## src/snow_bus_pkg.sv

```systemverilog
// snow bus shared types
// address map and port offsets

package snow_bus_pkg;

    // region a request decodes to
    typedef enum logic [2:0] {
        REGION_NONE   = 3'd0,
        REGION_WRAM   = 3'd1,
        REGION_PALRAM = 3'd2,
        REGION_VDP    = 3'd3,
        REGION_IO     = 3'd4
    } region_e;

    // vdp command window operations
    typedef enum logic [2:0] {
        VDP_NONE        = 3'd0,
        VDP_SELECT_REG  = 3'd1,
        VDP_WRITE_REG   = 3'd2,
        VDP_WRITE_RAM   = 3'd3,
        VDP_READ_RAM_H  = 3'd4,
        VDP_READ_RAM_L  = 3'd5,
        VDP_SET_RAM_PTR = 3'd6
    } vdp_op_e;

    // high byte-address fields per region
    localparam logic [7:0]  WRAM_BASE_HI   = 8'h10;   // 0x100000 - 0x10ffff
    localparam logic [3:0]  VDP_BASE_HI    = 4'h3;    // 0x300000 - 0x30000f
    localparam logic [3:0]  PALRAM_BASE_HI = 4'h4;    // 0x400000 - 0x400fff
    localparam logic [11:0] IO_BASE_HI     = 12'h700; // 0x700000 - 0x700fff

    // input port byte offsets inside the i/o window
    localparam logic [11:0] IO_JMPR = 12'h000;
    localparam logic [11:0] IO_DSWA = 12'h004;
    localparam logic [11:0] IO_DSWB = 12'h008;
    localparam logic [11:0] IO_IN1  = 12'h00C;
    localparam logic [11:0] IO_IN2  = 12'h010;
    localparam logic [11:0] IO_SYS  = 12'h01C;

    // default word-address widths
    localparam int WRAM_AW   = 15; // 32k words
    localparam int PALRAM_AW = 11; // 2k words

endpackage

```

## src/bus_decode.sv

```systemverilog
// bus request decode stage

`timescale 1ns/1ps

module bus_decode
    import snow_bus_pkg::*;
(
    input  logic        CLK96,
    input  logic        RESET96,
    input  logic        req_valid,
    input  logic [22:0] req_addr,   // word address, bits 23:1
    input  logic        req_write,
    input  logic [1:0]  req_be,
    input  logic [15:0] req_wdata,
    input  logic        dec_ready,
    output logic        req_ready,
    output logic        dec_valid,
    output region_e     dec_region,
    output vdp_op_e     dec_op,
    output logic [15:0] dec_offset,
    output logic        dec_write,
    output logic [1:0]  dec_be,
    output logic [15:0] dec_wdata
);

    logic [23:0] byte_addr;
    region_e     region_nxt;
    vdp_op_e     op_nxt;

    assign byte_addr = {req_addr, 1'b0}; // easier to follow the memory map
    assign req_ready = !dec_valid || dec_ready;

    always_comb begin
        region_nxt = REGION_NONE;
        op_nxt     = VDP_NONE;
        if (byte_addr[23:16] == WRAM_BASE_HI) begin
            region_nxt = REGION_WRAM;
        end else if (byte_addr[23:20] == PALRAM_BASE_HI) begin
            region_nxt = REGION_PALRAM;
        end else if (byte_addr[23:12] == IO_BASE_HI) begin
            region_nxt = REGION_IO;
        end else if (byte_addr[23:20] == VDP_BASE_HI && byte_addr[19:4] == '0) begin
            if (req_write) begin
                case (byte_addr[3:0])
                    4'hC:       op_nxt = VDP_WRITE_REG;
                    4'h8:       op_nxt = VDP_SELECT_REG;
                    4'h4, 4'h6: op_nxt = VDP_WRITE_RAM;
                    4'h0:       op_nxt = VDP_SET_RAM_PTR;
                    default:    op_nxt = VDP_NONE;
                endcase
            end else begin
                case (byte_addr[3:0])
                    4'h4:    op_nxt = VDP_READ_RAM_H;
                    4'h6:    op_nxt = VDP_READ_RAM_L;
                    default: op_nxt = VDP_NONE;
                endcase
            end
            // unknown window offsets fall through as unmapped
            if (op_nxt != VDP_NONE) begin
                region_nxt = REGION_VDP;
            end
        end
    end

    always_ff @(posedge CLK96 or posedge RESET96) begin
        if (RESET96) begin
            dec_valid <= 1'b0;
        end else if (req_ready) begin
            dec_valid <= req_valid;
        end
    end

    always_ff @(posedge CLK96) begin
        if (req_valid && req_ready) begin
            dec_region <= region_nxt;
            dec_op     <= op_nxt;
            dec_offset <= req_addr[15:0];
            dec_write  <= req_write;
            dec_be     <= req_be;
            dec_wdata  <= req_wdata;
        end
    end

    // a stalled request must not change region under the execute stage
    a_region_stable: assert property (@(posedge CLK96) disable iff (RESET96)
        dec_valid && !dec_ready |=> $stable(dec_region))
        else $error("dec_region changed while stalled");

endmodule

```

## config.mk

```make
export PLATFORM = sky130hd
export DESIGN_NAME = bus_decode
export DESIGN_NICKNAME = d
export VERILOG_FILES = /design/src/snow_bus_pkg.sv /design/src/bus_decode.sv
export SDC_FILE = /design/constraint.sdc
export NUM_CORES = 1
export LEC_CHECK = 0
export BUFFER_PORTS_ARGS = -buffer_cell sky130_fd_sc_hd__buf_2
export CORE_MARGIN = 4
export CORE_UTILIZATION = 42
export DETAILED_ROUTE_END_ITERATION = 6
export PLACE_DENSITY = 0.79
export REMOVE_ABC_BUFFERS = 1
export SYNTH_ARGS = -nofsm -noshare
export SYNTH_HDL_FRONTEND = slang
export SYNTH_SLANG_ARGS = --single-unit
```

## constraint.sdc

```tcl
create_clock -name CLK96 -period 2.4 [get_ports CLK96]
set_input_delay 0.48 -clock CLK96 [delete_from_list [all_inputs] [get_ports CLK96]]
set_output_delay 0.48 -clock CLK96 [all_outputs]
set_load 0.01 [all_outputs]
```

======== Word-level counts from Yosys, hierarchy flattened ========
Cells that the tools add are included.
cells by class
  eq/ne operators ......................... 8
  muxes and demuxes ....................... 11
  bitwise operators ....................... 1
  reduce and logical (&&, ||, !) cells .... 10
operator list
  operator                number
  $mux W3                 6
  $logic_not A16 Y1       1
  $eq A12 B11 Y1 const B  1
  $pmux W3 S4             1
  $eq A8 B5 Y1 const B    1
  $eq A3 B2 Y1 const B    2
  $eq A3 B3 Y1 const B    2
  $mux W2                 3
  $pmux W3 S2             1
  $eq A4 B2 Y1 const B    1
  $eq A4 B3 Y1 const B    1
  $logic_not A4 Y1        1
  $reduce_or A2 Y1        2
  $reduce_or A4 Y1        1
  $reduce_bool A3 Y1      1
  $logic_and A1 B1 Y1     2
  $logic_not A1 Y1        1
  $logic_or A1 B1 Y1      1
  $not A1 Y1              1
storage, ports and cells
  flip-flop bits (word level) ............. 42
  input port bits ......................... 46
  output and inout port bits .............. 43
  logic and storage cells ................. 38

======== Longest topological paths before layout ========
  depth in word-level cells ............... 13
  mapped depth ............................ 4
  gate-level depth less buffers ........... 4

======== Worst setup path after synthesis ========
Ideal clock, no wire load.
  path type ............................... input-to-reg
  start point ............................. input port dec_ready
  end point ............................... register dec_be[0] (enable)
  setup time .............................. 0.402 ns
  arrival time ............................ 1.683 ns
  required time ........................... 1.998 ns
  setup slack ............................. 0.315 ns
  stages on the path ...................... 2
  path buffers ............................ 0
  cell sequence ........................... nand2b_1 > and2_1
on the way
  cells in the longest elaborated chain, start to end .. 2
RTL lines
  element               RTL line          source
  from (decl)           bus_decode.sv:15  input logic dec_ready,
  $logic_or A1 B1 Y1    bus_decode.sv:31  assign req_ready = !dec_valid || dec_ready;
  $logic_and A1 B1 Y1   bus_decode.sv:74  if (req_valid && req_ready) begin
  to (signal assigned)  bus_decode.sv:79  dec_be <= req_be;
  to (decl)             bus_decode.sv:22  output logic [1:0] dec_be,
No other way between the ends.
A chain may end at the register's enable or synchronous reset.

======== Worst setup path in the final report ========
  start point ............................. register dec_valid
  end point ............................... output port req_ready
on the way
  cells in the longest elaborated chain, start to end .. 2
RTL lines
  element                 RTL line          source
  from (decl)             bus_decode.sv:17  output logic dec_valid,
  from (signal assigned)  bus_decode.sv:69  dec_valid <= req_valid;
  $logic_not A1 Y1        bus_decode.sv:31
  $logic_or A1 B1 Y1      bus_decode.sv:31
  to (decl)               bus_decode.sv:16  output logic req_ready,
No other way between the ends.

==> out/results.ini <==
[status]
status=finished, final reports clean

[logic_synthesis]
synthArstFlopShare_pct=2.38
synth-seq-cells=42
synth_common_cells=edfxtp_1 (41), nor2_1 (4), nor4_1 (4)
ys_seq_area_share_pct=86.5
avgSynthCellArea_um2=19.6
yosysUniqueCellTypes=21
syn_area_um2=1450
netlist_instances=74
synth_top_area_share_pct=84.8
yosysTopAreaCell=edfxtp_1
synthFlopType=edfxtp_1
synth_edf_count=41
yosysMostFrequentCell=edfxtp_1
netlist_top_cells_area=edfxtp_1 (85%), dfrtp_1 (1.7%), nor4_1 (1.7%)
yosys_warnings=0

[floorplan]
die_x_um=66.8
die-height_um=66.8
initial_utilization_pct=43.5
ios=89
coreArea_um2=3340
row_count=21
dieArea_um2=4460

[routing]
routed_via_density=4.74
wl_um=3250
via_count=1034
post_drt_wl_per_cell_um=14.9
drc_errors=0
initialDrtViolationCount=35
ant_nets=0
drt_pass1_iterations=4

[sta]
timing_hold_violations_final=0
period_share_pct=60.9
finClkSkew_ns=0.00568
rsz0062_at_grt=false
setup_viol=0
period_minus_slack_ns=1.46
fmax_mhz=684
fin_setup_tns_ns=0
tightest_slew_ns=0.487
maxSlewHeadroom_pct=67.5
drv_slew=0

[global_routing]
grt_pass1_wl_um=4550
antenna_found_initial=0
grt_pass1_vias=982
grt_max_degree=42
track_usage_pct=14.5
overflow=0

[power]
max-vdd-ir-drop_mv=0.298
p_leak_nw=0.847
powerDensity_nw_per_um2=650

[clock_network]
cts_tree=done
clock_latency_ns=0.34
clkSlewWorstSetupHoldPaths_ns=0.12
cts_max_path_buffers=2
cts.sinks=42
clock-root-buffer=clkbuf_4
htreeDepth=2
post_cts_buffers=0
cts-resized-gates=0
numCtsBuffers=5

[critical_path]
arrival_ns=0.98
cp_slowest_cell=dfrtp_1
end_kind=output port
cp_max_fo=3
crit_buf_inv=1
cpLargestDelayFamily=flip-flops
path_cells=nand2b_1, buf_2
cp-start-kind=flop
critPathKind=reg -> out
worstPathRequired_ns=1.92
max_stage_delay_ns=0.40

[final_layout]
n_fill_cell=265
area_growth_pct=39.3
regArea_um2=1260
design.final.nets=217
fin_cells=218
antennaDiodeCount=0
multiInputGateArea_um2=186
layout-drive-gt1-share_pct=58.1
final_cell_area_um2=2020

[placed_design]
finalWeightedCongestion=0.720
dp_cells=209
dpl-instance-area_um2=1960
io_buffer_count=88

[flow_run]
drv_cap=0

[min_path]
hp-class=in -> reg

[sequential cells by signal, summed over array words and instances, names as in the netlist]
signal      cells
dec_op          3
dec_write       1
dec_offset     16
dec_wdata      16
dec_be          2
dec_valid       1
dec_region      3
[timing repair]
| action | 4_1_cts | 5_1_grt |
|---|---|---|
| hold buffers | 1 | 0 |
| setup endpoints to repair | 0 | 0 |
| endpoints found under the hold margin | 1 | 0 |
[worst reg2reg max path, cell delays in order, from the launching register on]
cell and delay, ns:
dfrtp_1 0.40, nand2b_1 0.11, and2_2 0.15, buf_4 0.42
[metal layers]
metal	part of all wire (%)	wire length (um)	GRT usage (%)
met5	0	0	0
met3	11	346	4.89
met4	1.3	42	6.09
met2	53	1710	27.0
met1	35	1150	14.5
[metrics by stage]
stage	hold WS (ns)	setup slack [ns]	power [W]	utilization, %
5_1_grt	0.278	0.825	0.00137	60.6
3_3_place_gp	0.312	0.659	0.00101	58.7
6_report	0.309	0.938	0.00131	60.6
3_5_place_dp	0.322	0.614	0.00101	58.7
2_1_floorplan	0.209	0.315	0.000925	-
4_1_cts	0.302	0.931	0.00132	60.6
[power by group]
part / leakage [nW] / internal (W) / switching (W)
sequential: 0.404 / 0.000850 / 0.00000919
clock: 0.0286 / 0.000109 / 0.000211
combinational: 0.414 / 0.0000601 / 0.0000755
[worst paths after layout]
kind / startpoint / to / slack (ns) / cells past startpoint
max: dec_valid / req_ready / 0.94 / 2
min: req_wdata[2] / dec_wdata[2] / 0.31 / 1
max reg2reg: dec_valid / dec_op[2] / 0.96 / 3
min reg2reg: dec_valid / dec_valid / 0.56 / 2
max in group asynchronous: RESET96 / dec_valid / 1.78 / 3
min in group asynchronous: RESET96 / dec_valid / 0.53 / 3
[cell usage in the layout, fill, tap and decap left out, types with 2 or more instances in the layout]
master and instances:
nor2_1 4, o21ai_0 2, buf_2 88, nor4_1 4, nand2_1 2, inv_1 3
nor2b_1 2, nand3b_1 2, nand2b_1 2, edfxtp_1 41, clkbuf_4 5
[area by class of cell]
class	instances	share of cell area (%)
Clock inverter	3	0.804
Clock buffer	5	1.86
Sequential cell	42	62.1
Tap cell	46	2.84
Inverter	3	0.557
Timing Repair Buffer	90	22.6
Multi-Input combinational cell	29	9.21
[cells by family (layout without fill, tap and decap cells)]
logic type	Yosys count	in the layout	share of synthesized area, %
AOI/OAI and AO/OA	6	6	2.93
buffers and inverters	3	101	0.775
DFF	42	42	86.5
muxes	1	1	0.689
and+or+nand+nor	22	22	9.13
Note: power is estimated with default switching activity, not from simulation.
