## src/bus_response.sv

```systemverilog
// bus response register

`timescale 1ns/1ps

module bus_response (
    input  logic        CLK96,
    input  logic        RESET96,
    input  logic        exe_valid,
    input  logic [15:0] exe_rdata,
    input  logic        rsp_ready,
    output logic        exe_ready,
    output logic        rsp_valid,
    output logic [15:0] rsp_rdata
);

    // empty, or the word leaves this cycle
    assign exe_ready = !rsp_valid || rsp_ready;

    always_ff @(posedge CLK96 or posedge RESET96) begin
        if (RESET96) begin
            rsp_valid <= 1'b0;
        end else if (exe_ready) begin
            rsp_valid <= exe_valid;
        end
    end

    always_ff @(posedge CLK96) begin
        if (exe_valid && exe_ready) begin
            rsp_rdata <= exe_rdata;
        end
    end

    // requester sees a steady word during back-pressure
    a_rdata_stable: assert property (@(posedge CLK96) disable iff (RESET96)
        rsp_valid && !rsp_ready |=> rsp_valid && $stable(rsp_rdata))
        else $error("rsp_rdata changed while stalled");

endmodule

```

## config.mk

```make
export PLATFORM = sky130hd
export DESIGN_NAME = bus_response
export DESIGN_NICKNAME = d
export VERILOG_FILES = /design/src/bus_response.sv
export SDC_FILE = /design/constraint.sdc
export NUM_CORES = 1
export LEC_CHECK = 0
export BUFFER_PORTS_ARGS = -buffer_cell sky130_fd_sc_hd__buf_2
export CAP_MARGIN = 0
export CORE_AREA = 2 2 40 42
export CTS_CLUSTER_SIZE = 30
export DETAILED_ROUTE_END_ITERATION = 12
export DIE_AREA = 0 0 42 44
export MAX_ROUTING_LAYER = met4
export PLACE_DENSITY = 0.87
export SLEW_MARGIN = 5
export SYNTH_ARGS = -nofsm -noshare
export SYNTH_HDL_FRONTEND = slang
export SYNTH_SLANG_ARGS = --single-unit
```

## constraint.sdc

```tcl
create_clock -name CLK96 -period 1.65 [get_ports CLK96]
set_input_delay 0.2475 -clock CLK96 [delete_from_list [all_inputs] [get_ports CLK96]]
set_output_delay 0.2475 -clock CLK96 [all_outputs]
set_load 0.02 [all_outputs]
```

Word-level counts from Yosys, hierarchy flattened
Index checks and enable logic that the tools add are counted.
{"block": "word_totals", "ff_bits": 17, "inputBits": 20, "wordCells": 5}
{"block": "classes", "reduce_logical": 3}
{"operator": "$logic_and 1x1->1", "count": 1}
{"operator": "$logic_not 1->1", "count": 1}
{"operator": "$logic_or 1x1->1", "count": 1}

Longest topological paths before layout
Gate-level depths: netlist of run 1.
{"block": "logic_depth", "depth_word": 3, "ltp_mapped": 2}

Least setup slack after synthesis of run 1
OpenSTA, ideal clock, no wires.
{"block": "synth_path", "kind": "register -> register", "from": "reg rsp_valid", "to": "reg rsp_rdata[0] (enable)", "path_buffers": 0, "slack_ns": 0.486, "stages_incl_launch_ff": 3, "arrival_time_ns": 0.851, "path_cell_list": "dfrtp_1 > nand2b_4 > and2_4"}
{"block": "synth_via", "elab_chain_len": 3}
{"element": "from (decl)", "line": "12", "source": "output logic rsp_valid,"}
{"element": "from (signal assigned)", "line": "23", "source": "rsp_valid <= exe_valid;"}
{"element": "$logic_not 1->1", "line": "17", "source": "assign exe_ready = !rsp_valid || rsp_ready;"}
{"element": "$logic_or 1x1->1", "line": "17"}
{"element": "named net exe_ready", "line": "11", "source": "output logic exe_ready,"}
{"element": "$logic_and 1x1->1", "line": "28", "source": "if (exe_valid && exe_ready) begin"}
{"element": "to (signal assigned)", "line": "29", "source": "rsp_rdata <= exe_rdata;"}
{"element": "to (decl)", "line": "13", "source": "output logic [15:0] rsp_rdata"}
The timed path passes the listed nets, and every way through them passes these cells.
A chain may end at the register's enable or synchronous reset.

Worst setup path after layout of run 1
{"block": "layout_path", "from": "reg rsp_valid", "to": "out exe_ready"}
{"block": "layout_via", "elab_chain_len": 2}
{"element": "$logic_not 1->1", "line": "17"}
{"element": "$logic_or 1x1->1", "line": "17"}
{"element": "to (decl)", "line": "11"}
No other way between the ends.

==> flow_summary.ini, run 1 <==
[yosys]
synth-compound-area-share_pct = 0
synth_edf_count = 16
syn_inst = 21
syn_nets = 41
synthFlopType = edfxtp_1
synth_most_common_cell = edfxtp_1
synth_cell_types = 6
synthAdderAreaFrac_pct = 0
ys_seq_elements = 17
synth_top_family_by_area = simple AND/OR/NAND/NOR gates
syn-cell-area_um2 = 538
async_flop_share_pct = 5.88
yosysSeqAreaShare_pct = 94.0
synthSimpleGateAreaFrac_pct = 5.35
synth_top_area_cell = edfxtp_1
synth_area_per_cell_um2 = 25.6
synthMuxAreaShare_pct = 0
synth_xor_area_share_pct = 0
synthTopCellsByArea = edfxtp_1, dfrtp_1, nand2b_4, and2_4, nand2b_1
yosys_warnings = 0
synth_top_area_share_pct = 89.3

[sta]
slew_headroom_pct = 86.4
fin_crit_sh_pct = 71.4
finalSetupViolCount = 0
hold_violations = 0
rsz0062_at_grt = false
final.min_clock_period_ns = 1.18
fin_setup_tns_ns = 0
clock_skew_ns = 0.00905
fmax_mhz = 849
tightestPinTransition_ns = 0.205
slew_viol_final = 0

[grt]
grt_overflow = 0
grt_max_degree = 17
busiest_layer = met2
grt_pass1_vias = 343
met1_usage_pct = 13.0
grt_pass1_wl_um = 1440
grtUsageMet2_pct = 16.9
antenna_found_initial = 0
grt_usage_pct = 11.3
grt_util_met3_pct = 3.75

[floorplan]
die_h_um = 44
core_area_mm2 = 0.00142
rows = 14
die_area_mm2 = 0.00185
die_x_um = 42
ios = 38
start_util_pct = 37.9

[power_and_ir_drop]
power_density_mw_per_mm2 = 1030
ir_worst_vdd_mv = 0.612
p_leak_nw = 0.348
p_total_mw = 0.803

[clocking]
clock_path_buffers = 2
cts_tree = done
cts_setup_buffers = 0
root_buffer = clkbuf_4
h-tree-depth = 1
ctsResizeCount = 0
numCtsBuffers = 3
clk_pin_slew_ns = 0.09
cts.sinks = 17
hold_buffers = 1
clk_latency_ns = 0.27

[critical_path]
r2r_start = rsp_valid
cp.required_ns = 1.40
worstPathMaxFanout = 3
reg2reg_to = rsp_rdata[3]
cp-start-kind = register
rrSetupSlack_ns = 0.57
end_kind = output port
arrival_ns = 0.93
crit_chain = nand2b_4 -> buf_2
reg2reg_depth = 2
crit_path_top_delay_cell = dfrtp_1
critical_path_class = register to output port
cpPeakStageDelay_ns = 0.41

[final_layout]
final_nets = 84
area_growth_pct = 44.9
fillers = 114
n_antenna_cell = 0
layout-drive-gt1-share_pct = 66.7

[placed_design]
gp_congestion = 0.606
portBuffers = 37

[route]
drc = 0
wl_per_cell_um = 11.3
drt_wl_total_um = 895
first_pass_iters = 3
vias = 344
ant_nets = 0
routed_via_density = 4.35
first_iter_violations = 3

[hold_path]
worst_hold_startpoint = exe_rdata[6]
hold_depth = 1
hold_class = input port to register
min_to = rsp_rdata[6]

[run]
cap_violations = 0

[run_status]
status = complete, no violations
==> power breakdown <==
part	switching (mW)	internal [mW]	total [mW]
sequential	0.00634	0.500	0.506
clock	0.109	0.0935	0.202
combinational	0.0566	0.0382	0.0947
total	0.171	0.631	0.803
==> critical path, delay by kind of cell (launching register included) <==
| family | cells | cell delay, ns |
|---|---|---|
| DFF | 1 | 0.41 |
| buffers and inverters | 1 | 0.16 |
| and+or+nand+nor | 1 | 0.08 |
==> layout make-up <==
| cell class | instances | area [um^2] | area share [%] |
|---|---|---|---|
| Sequential cell | 17 | 505 | 64.8 |
| Clock buffer | 4 | 26.3 | 3.37 |
| Tap cell | 16 | 20.0 | 2.57 |
| Timing Repair Buffer | 38 | 195 | 25.0 |
| Inverter | 1 | 3.75 | 0.482 |
| Multi-Input combinational cell | 3 | 28.8 | 3.69 |
==> kinds of logic (layout without fill, tap and decap cells) <==
| logic type | Yosys count | count (layout) |
|---|---|---|
| DFF | 17 | 17 |
| buffers and inverters | 1 | 43 |
| and+or+nand+nor | 3 | 3 |
==> metal layers <==
layer  wire length, um  vias up
li1                  -      164
met1               346      154
met2               422       24
met3               113        2
met4                12        0
met5                 0        -
==> sequential cells by signal, summed over array words and instances, names as in the netlist <==
name and count:
rsp_rdata 16, rsp_valid 1
==> through the flow <==
stage | instances | setup WS [ns] | util, % | hold WS [ns] | instance area, um^2
finish | 79 | 0.473 | 54.9 | 0.141 | 779
global route | 79 | 0.419 | 54.9 | 0.118 | 779
CTS | 79 | 0.466 | 54.9 | 0.136 | 779
detailed placement | 74 | 0.595 | 52.4 | 0.0866 | 743
global placement | 74 | 0.620 | 52.4 | 0.0811 | 743
floorplan | 21 | 0.486 | - | -0.0238 | 538
==> layout by cell type (no fill, tap or decap), drive strengths merged <==
master / n
and2: 1
edfxtp: 16
dfrtp: 1
inv: 1
dlygate4sd3: 1
buf: 37
nand2b: 2
clkbuf: 4
==> worst max path at each step <==
stage,from,endpoint,depth (start not counted)
2_1_floorplan,rsp_valid,rsp_rdata[0],2
3_3_place_gp,rsp_valid,rsp_rdata[10],2
3_5_place_dp,rsp_valid,rsp_rdata[11],2
4_1_cts,rsp_valid,exe_ready,2
5_1_grt,rsp_valid,exe_ready,2
6_report,rsp_valid,exe_ready,2
No activity file was read; power rests on OpenSTA's default activity.
==> run 2: changes to the inputs <==
--- a/config.mk
+++ b/config.mk
@@ -7,12 +7,12 @@
 export LEC_CHECK = 0
 export BUFFER_PORTS_ARGS = -buffer_cell sky130_fd_sc_hd__buf_2
 export CAP_MARGIN = 0
-export CORE_AREA = 2 2 40 42
+export CORE_AREA = 2 2 42 44
 export CTS_CLUSTER_SIZE = 30
 export DETAILED_ROUTE_END_ITERATION = 12
-export DIE_AREA = 0 0 42 44
+export DIE_AREA = 0 0 44 46
 export MAX_ROUTING_LAYER = met4
-export PLACE_DENSITY = 0.87
+export PLACE_DENSITY = 0.8
 export SLEW_MARGIN = 5
 export SYNTH_ARGS = -nofsm -noshare
 export SYNTH_HDL_FRONTEND = slang
==> constraint.sdc (replaced) <==
create_clock -name CLK96 -period 1.15 [get_ports CLK96]
set_input_delay 0.1725 -clock CLK96 [delete_from_list [all_inputs] [get_ports CLK96]]
set_output_delay 0.1725 -clock CLK96 [all_outputs]
set_load 0.02 [all_outputs]
==> flow_summary.ini, run 2 (synthesis gave the netlist of run 1 again) <==
[run_status]
status = complete, no violations

[final_layout]
layout_commonest_cell = buf_2
reg_top3 = rsp_rdata (16), rsp_valid (1)
layout-drive-gt1-share_pct = 68.3
final_cell_mix = buf_2, edfxtp_1, clkbuf_4
fillers = 143
n_antenna_cell = 0
final_nets = 84
largest-register = rsp_rdata
largest_reg_flops = 16
area_growth_pct = 45.8
final_cell_area_um2 = 785
final_core_util_pct = 48.6

[placed_design]
gp_congestion = 0.649
hpwl_um = 737
portBuffers = 37
place_area_um2 = 746

[hold_path]
hold_class = input port to register

[clocking]
root_buffer = clkbuf_4
clock_path_buffers = 2
clk_pin_slew_ns = 0.10
clk_latency_ns = 0.28
cts.sinks = 17
cts_setup_buffers = 0
cts_tree = done
numCtsBuffers = 3
h-tree-depth = 1

[sta]
fin_setup_tns_ns = 0
finalSetupViolCount = 0
slew_headroom_pct = 85.9
tightestPinTransition_ns = 0.211
holdWs_ns = 0.0571
final.min_clock_period_ns = 1.09
hold_violations = 0
clock_skew_ns = 0.00754
fin_crit_sh_pct = 94.5
fmax_mhz = 920
slew_viol_final = 0
rsz0062_at_grt = false

[floorplan]
die_x_um = 44
die_h_um = 46
start_util_pct = 33.3
ios = 38
rows = 15
die_area_mm2 = 0.00202
core_area_mm2 = 0.00161

[grt]
antenna_found_initial = 0
grt_usage_pct = 10.7
grt_overflow = 0
grt_pass1_wl_um = 1390
grt_max_degree = 17
grt_pass1_vias = 336

[route]
wl_per_cell_um = 12.3
drc = 0
drt_wl_total_um = 980
first_pass_iters = 1
routed_via_density = 4.44
first_iter_violations = 0
ant_nets = 0
vias = 355

[power_and_ir_drop]
p_leak_nw = 0.349
ir_worst_vdd_mv = 0.663
power_density_mw_per_mm2 = 1490

[critical_path]
end_kind = output port
cp-start-kind = register
arrival_ns = 0.91
critical_path_class = register to output port
worstPathMaxFanout = 3
cp.required_ns = 0.98

[run]
cap_violations = 0
-- run 2: changes by cell type in the layout (fill, tap and decap cells not counted) --
cell     change
buf_4        +1
dfrtp_2      +1
dfrtp_1      -1
buf_2        -1
-- run 2: per-layer routing --
metal  routed length, um  track usage (%)  vias to the layer above
li1                    -                -                      163
met1                 418             10.6                      154
met5                   0                -                        -
met3                 141             5.56                        2
met2                 413             17.1                       36
met4                   6             5.45                        0
-- run 2: per-stage QoR --
stage	cells	power, mW	worst slack, ns
after floorplan	21	0.809	0.0212
after global placement	75	0.873	0.111
after detailed placement	75	0.876	0.0828
after CTS	80	1.18	0.0228
after global routing	80	1.22	0.0155
final	80	1.17	0.0632
-- run 2: worst paths after layout --
kind / startpoint / to / slack [ns] / cells after the start
min in group asynchronous: RESET96 / rsp_valid / 0.26 / 3
min reg2reg: rsp_valid / rsp_valid / 0.55 / 2
min: exe_rdata[8] / rsp_rdata[8] / 0.06 / 1
max reg2reg: rsp_valid / rsp_rdata[12] / 0.07 / 2
max in group asynchronous: RESET96 / rsp_valid / 0.79 / 3
max: rsp_valid / exe_ready / 0.06 / 2
-- run 2: repair_timing --
| item | in CTS | in global routing |
|---|---|---|
| endpoints found under the setup margin | 0 | 1 |
| hold buffers | 1 | 0 |
| hold endpoints to repair | 1 | 0 |
| gates resized for setup | 0 | 1 |
-- run 2: cell type report --
cell class / instances / area, um^2 / area share, %
timing repair buffer: 38 / 198 / 25.2
inverter: 1 / 3.75 / 0.478
tap: 17 / 21.3 / 2.71
clock buffer: 4 / 26.3 / 3.35
multi-input combinational: 3 / 28.8 / 3.67
sequential: 17 / 507 / 64.6
-- run 2: worst max-delay path, stage by stage, from the launching register on --
cell and delay [ns]:
dfrtp_2 0.43, nand2b_4 0.08, buf_4 0.13
-- run 2: power by group --
group          internal (mW)  switching (mW)  total [mW]  leakage [nW]
clock                  0.134           0.171       0.306        0.0150
combinational         0.0562          0.0811       0.137         0.171
sequential             0.717         0.00930       0.727         0.162
==> run 3: changes to the inputs <==
--- a/config.mk
+++ b/config.mk
@@ -5,7 +5,7 @@
 export SDC_FILE = /design/constraint.sdc
 export NUM_CORES = 1
 export LEC_CHECK = 0
-export BUFFER_PORTS_ARGS = -buffer_cell sky130_fd_sc_hd__buf_2
+export BUFFER_PORTS_ARGS = -buffer_cell sky130_fd_sc_hd__clkbuf_2
 export CAP_MARGIN = 0
 export CORE_AREA = 2 2 42 44
 export CTS_CLUSTER_SIZE = 30
==> flow_summary.ini, run 3 (synthesis gave the netlist of run 1 again) <==
[run_status]
status = complete, no violations

[route]
drc = 0
first_pass_iters = 2
ant_nets = 0
routed_via_density = 4.38
first_iter_violations = 7
vias = 350
wl_per_cell_um = 11.4
drt_wl_total_um = 913

[grt]
antenna_found_initial = 0
busiest_layer = met2
grt_max_degree = 17
grt_pass1_wl_um = 1440
grt_usage_pct = 10.7
grtUsageMet2_pct = 15.6
grt_pass1_vias = 354
met1_usage_pct = 11.3
grt_util_met3_pct = 5.56
grt_overflow = 0

[critical_path]
cp-start-kind = register
cp_num_buf_inv = 1
crit_chain = nand2b_4 -> buf_4
crit_path_top_delay_cell = dfrtp_2
critPathTopFamily = flip-flops
cpPeakStageDelay_ns = 0.43
arrival_ns = 0.92
worstPathMaxFanout = 3
cp.required_ns = 0.98
end_kind = output port
critical_path_class = register to output port

[sta]
fin_setup_tns_ns = 0
final.min_clock_period_ns = 1.10
clock_skew_ns = 0.000452
rsz0062_at_grt = false
finalSetupViolCount = 0
slew_headroom_pct = 86.4
hold_violations = 0
fin_crit_sh_pct = 95.3
fmax_mhz = 913
slew_viol_final = 0
tightestPinTransition_ns = 0.204

[floorplan]
start_util_pct = 33.3
die_x_um = 44
ios = 38
core_area_mm2 = 0.00161
rows = 15
die_area_mm2 = 0.00202
die_h_um = 46

[power_and_ir_drop]
ir_worst_vdd_mv = 0.846
p_leak_nw = 0.357
power_density_mw_per_mm2 = 1480
p_total_mw = 1.16

[clocking]
cts_tree = done
clk_latency_ns = 0.27
root_buffer = clkbuf_4
numCtsBuffers = 3
cts.sinks = 17
clock_path_buffers = 2
h-tree-depth = 1
clk_pin_slew_ns = 0.09
cts_setup_buffers = 0

[final_layout]
largest_reg_flops = 16
layout-drive-gt1-share_pct = 68.3
reg_top3 = rsp_rdata (16), rsp_valid (1)
final_cell_mix = clkbuf_2, edfxtp_1, clkbuf_4
area_growth_pct = 45.8
final_nets = 84
layout_commonest_cell = clkbuf_2
n_antenna_cell = 0
largest-register = rsp_rdata

[placed_design]
portBuffers = 37
gp_congestion = 0.652

[run]
cap_violations = 0

[hold_path]
hold_class = input port to register
run 3: changes by cell type in the layout (fill, tap and decap cells not counted):
cell      delta
buf_2       -36
clkbuf_2    +36
run 3: report_power, final:
group	switching (mW)	leakage [nW]	internal (mW)
clock network	0.159	0.0150	0.134
registers	0.0101	0.162	0.718
logic	0.0808	0.179	0.0556
run 3: metal layers:
metal  up-vias  part of all wire (%)
met2        36                    41
met4         0                  0.66
li1        163                     -
met3         2                    19
met1       149                    40
met5         -                     0
run 3: final timing paths:
path | from | to | slack [ns] | cells after the start
max reg2reg | rsp_valid | rsp_rdata[7] | 0.07 | 2
max in group asynchronous | RESET96 | rsp_valid | 0.80 | 3
min in group asynchronous | RESET96 | rsp_valid | 0.25 | 3
max | rsp_valid | exe_ready | 0.05 | 2
min reg2reg | rsp_valid | rsp_valid | 0.55 | 2
min | exe_rdata[1] | rsp_rdata[1] | 0.07 | 1
run 3: stage by stage:
stage | util, % | std cells | cell area (um^2) | hold slack, ns | setup slack (ns)
6_report | 48.6 | 80 | 785 | 0.0666 | 0.0545
5_1_grt | 48.6 | 80 | 785 | 0.0487 | 0.0114
4_1_cts | 48.4 | 80 | 782 | 0.0564 | 0.0190
3_5_place_dp | 46.2 | 75 | 746 | -0.00944 | 0.0744
3_3_place_gp | 46.2 | 75 | 746 | -0.0129 | 0.106
2_1_floorplan | - | 21 | 539 | -0.0988 | 0.0212
run 3: worst reg2reg max path: stages (launching register included):
cell and delay, ns:
dfrtp_2 0.43, nand2b_4 0.08, and2_4 0.26
run 3: area by class of cell:
cell class              instances  area (um^2)
clock buffers                   4         26.3
multi-input cells               3         28.8
repair buffers                 38          198
well taps                      17         21.3
inverters                       1         3.75
fillers                       141          830
flip-flops and latches         17          507
run 3: what timing repair did:
action,in CTS,in global routing
hold buffers,1,0
setup endpoints to repair,0,1
hold endpoints to repair,1,0
gates resized for setup,0,2
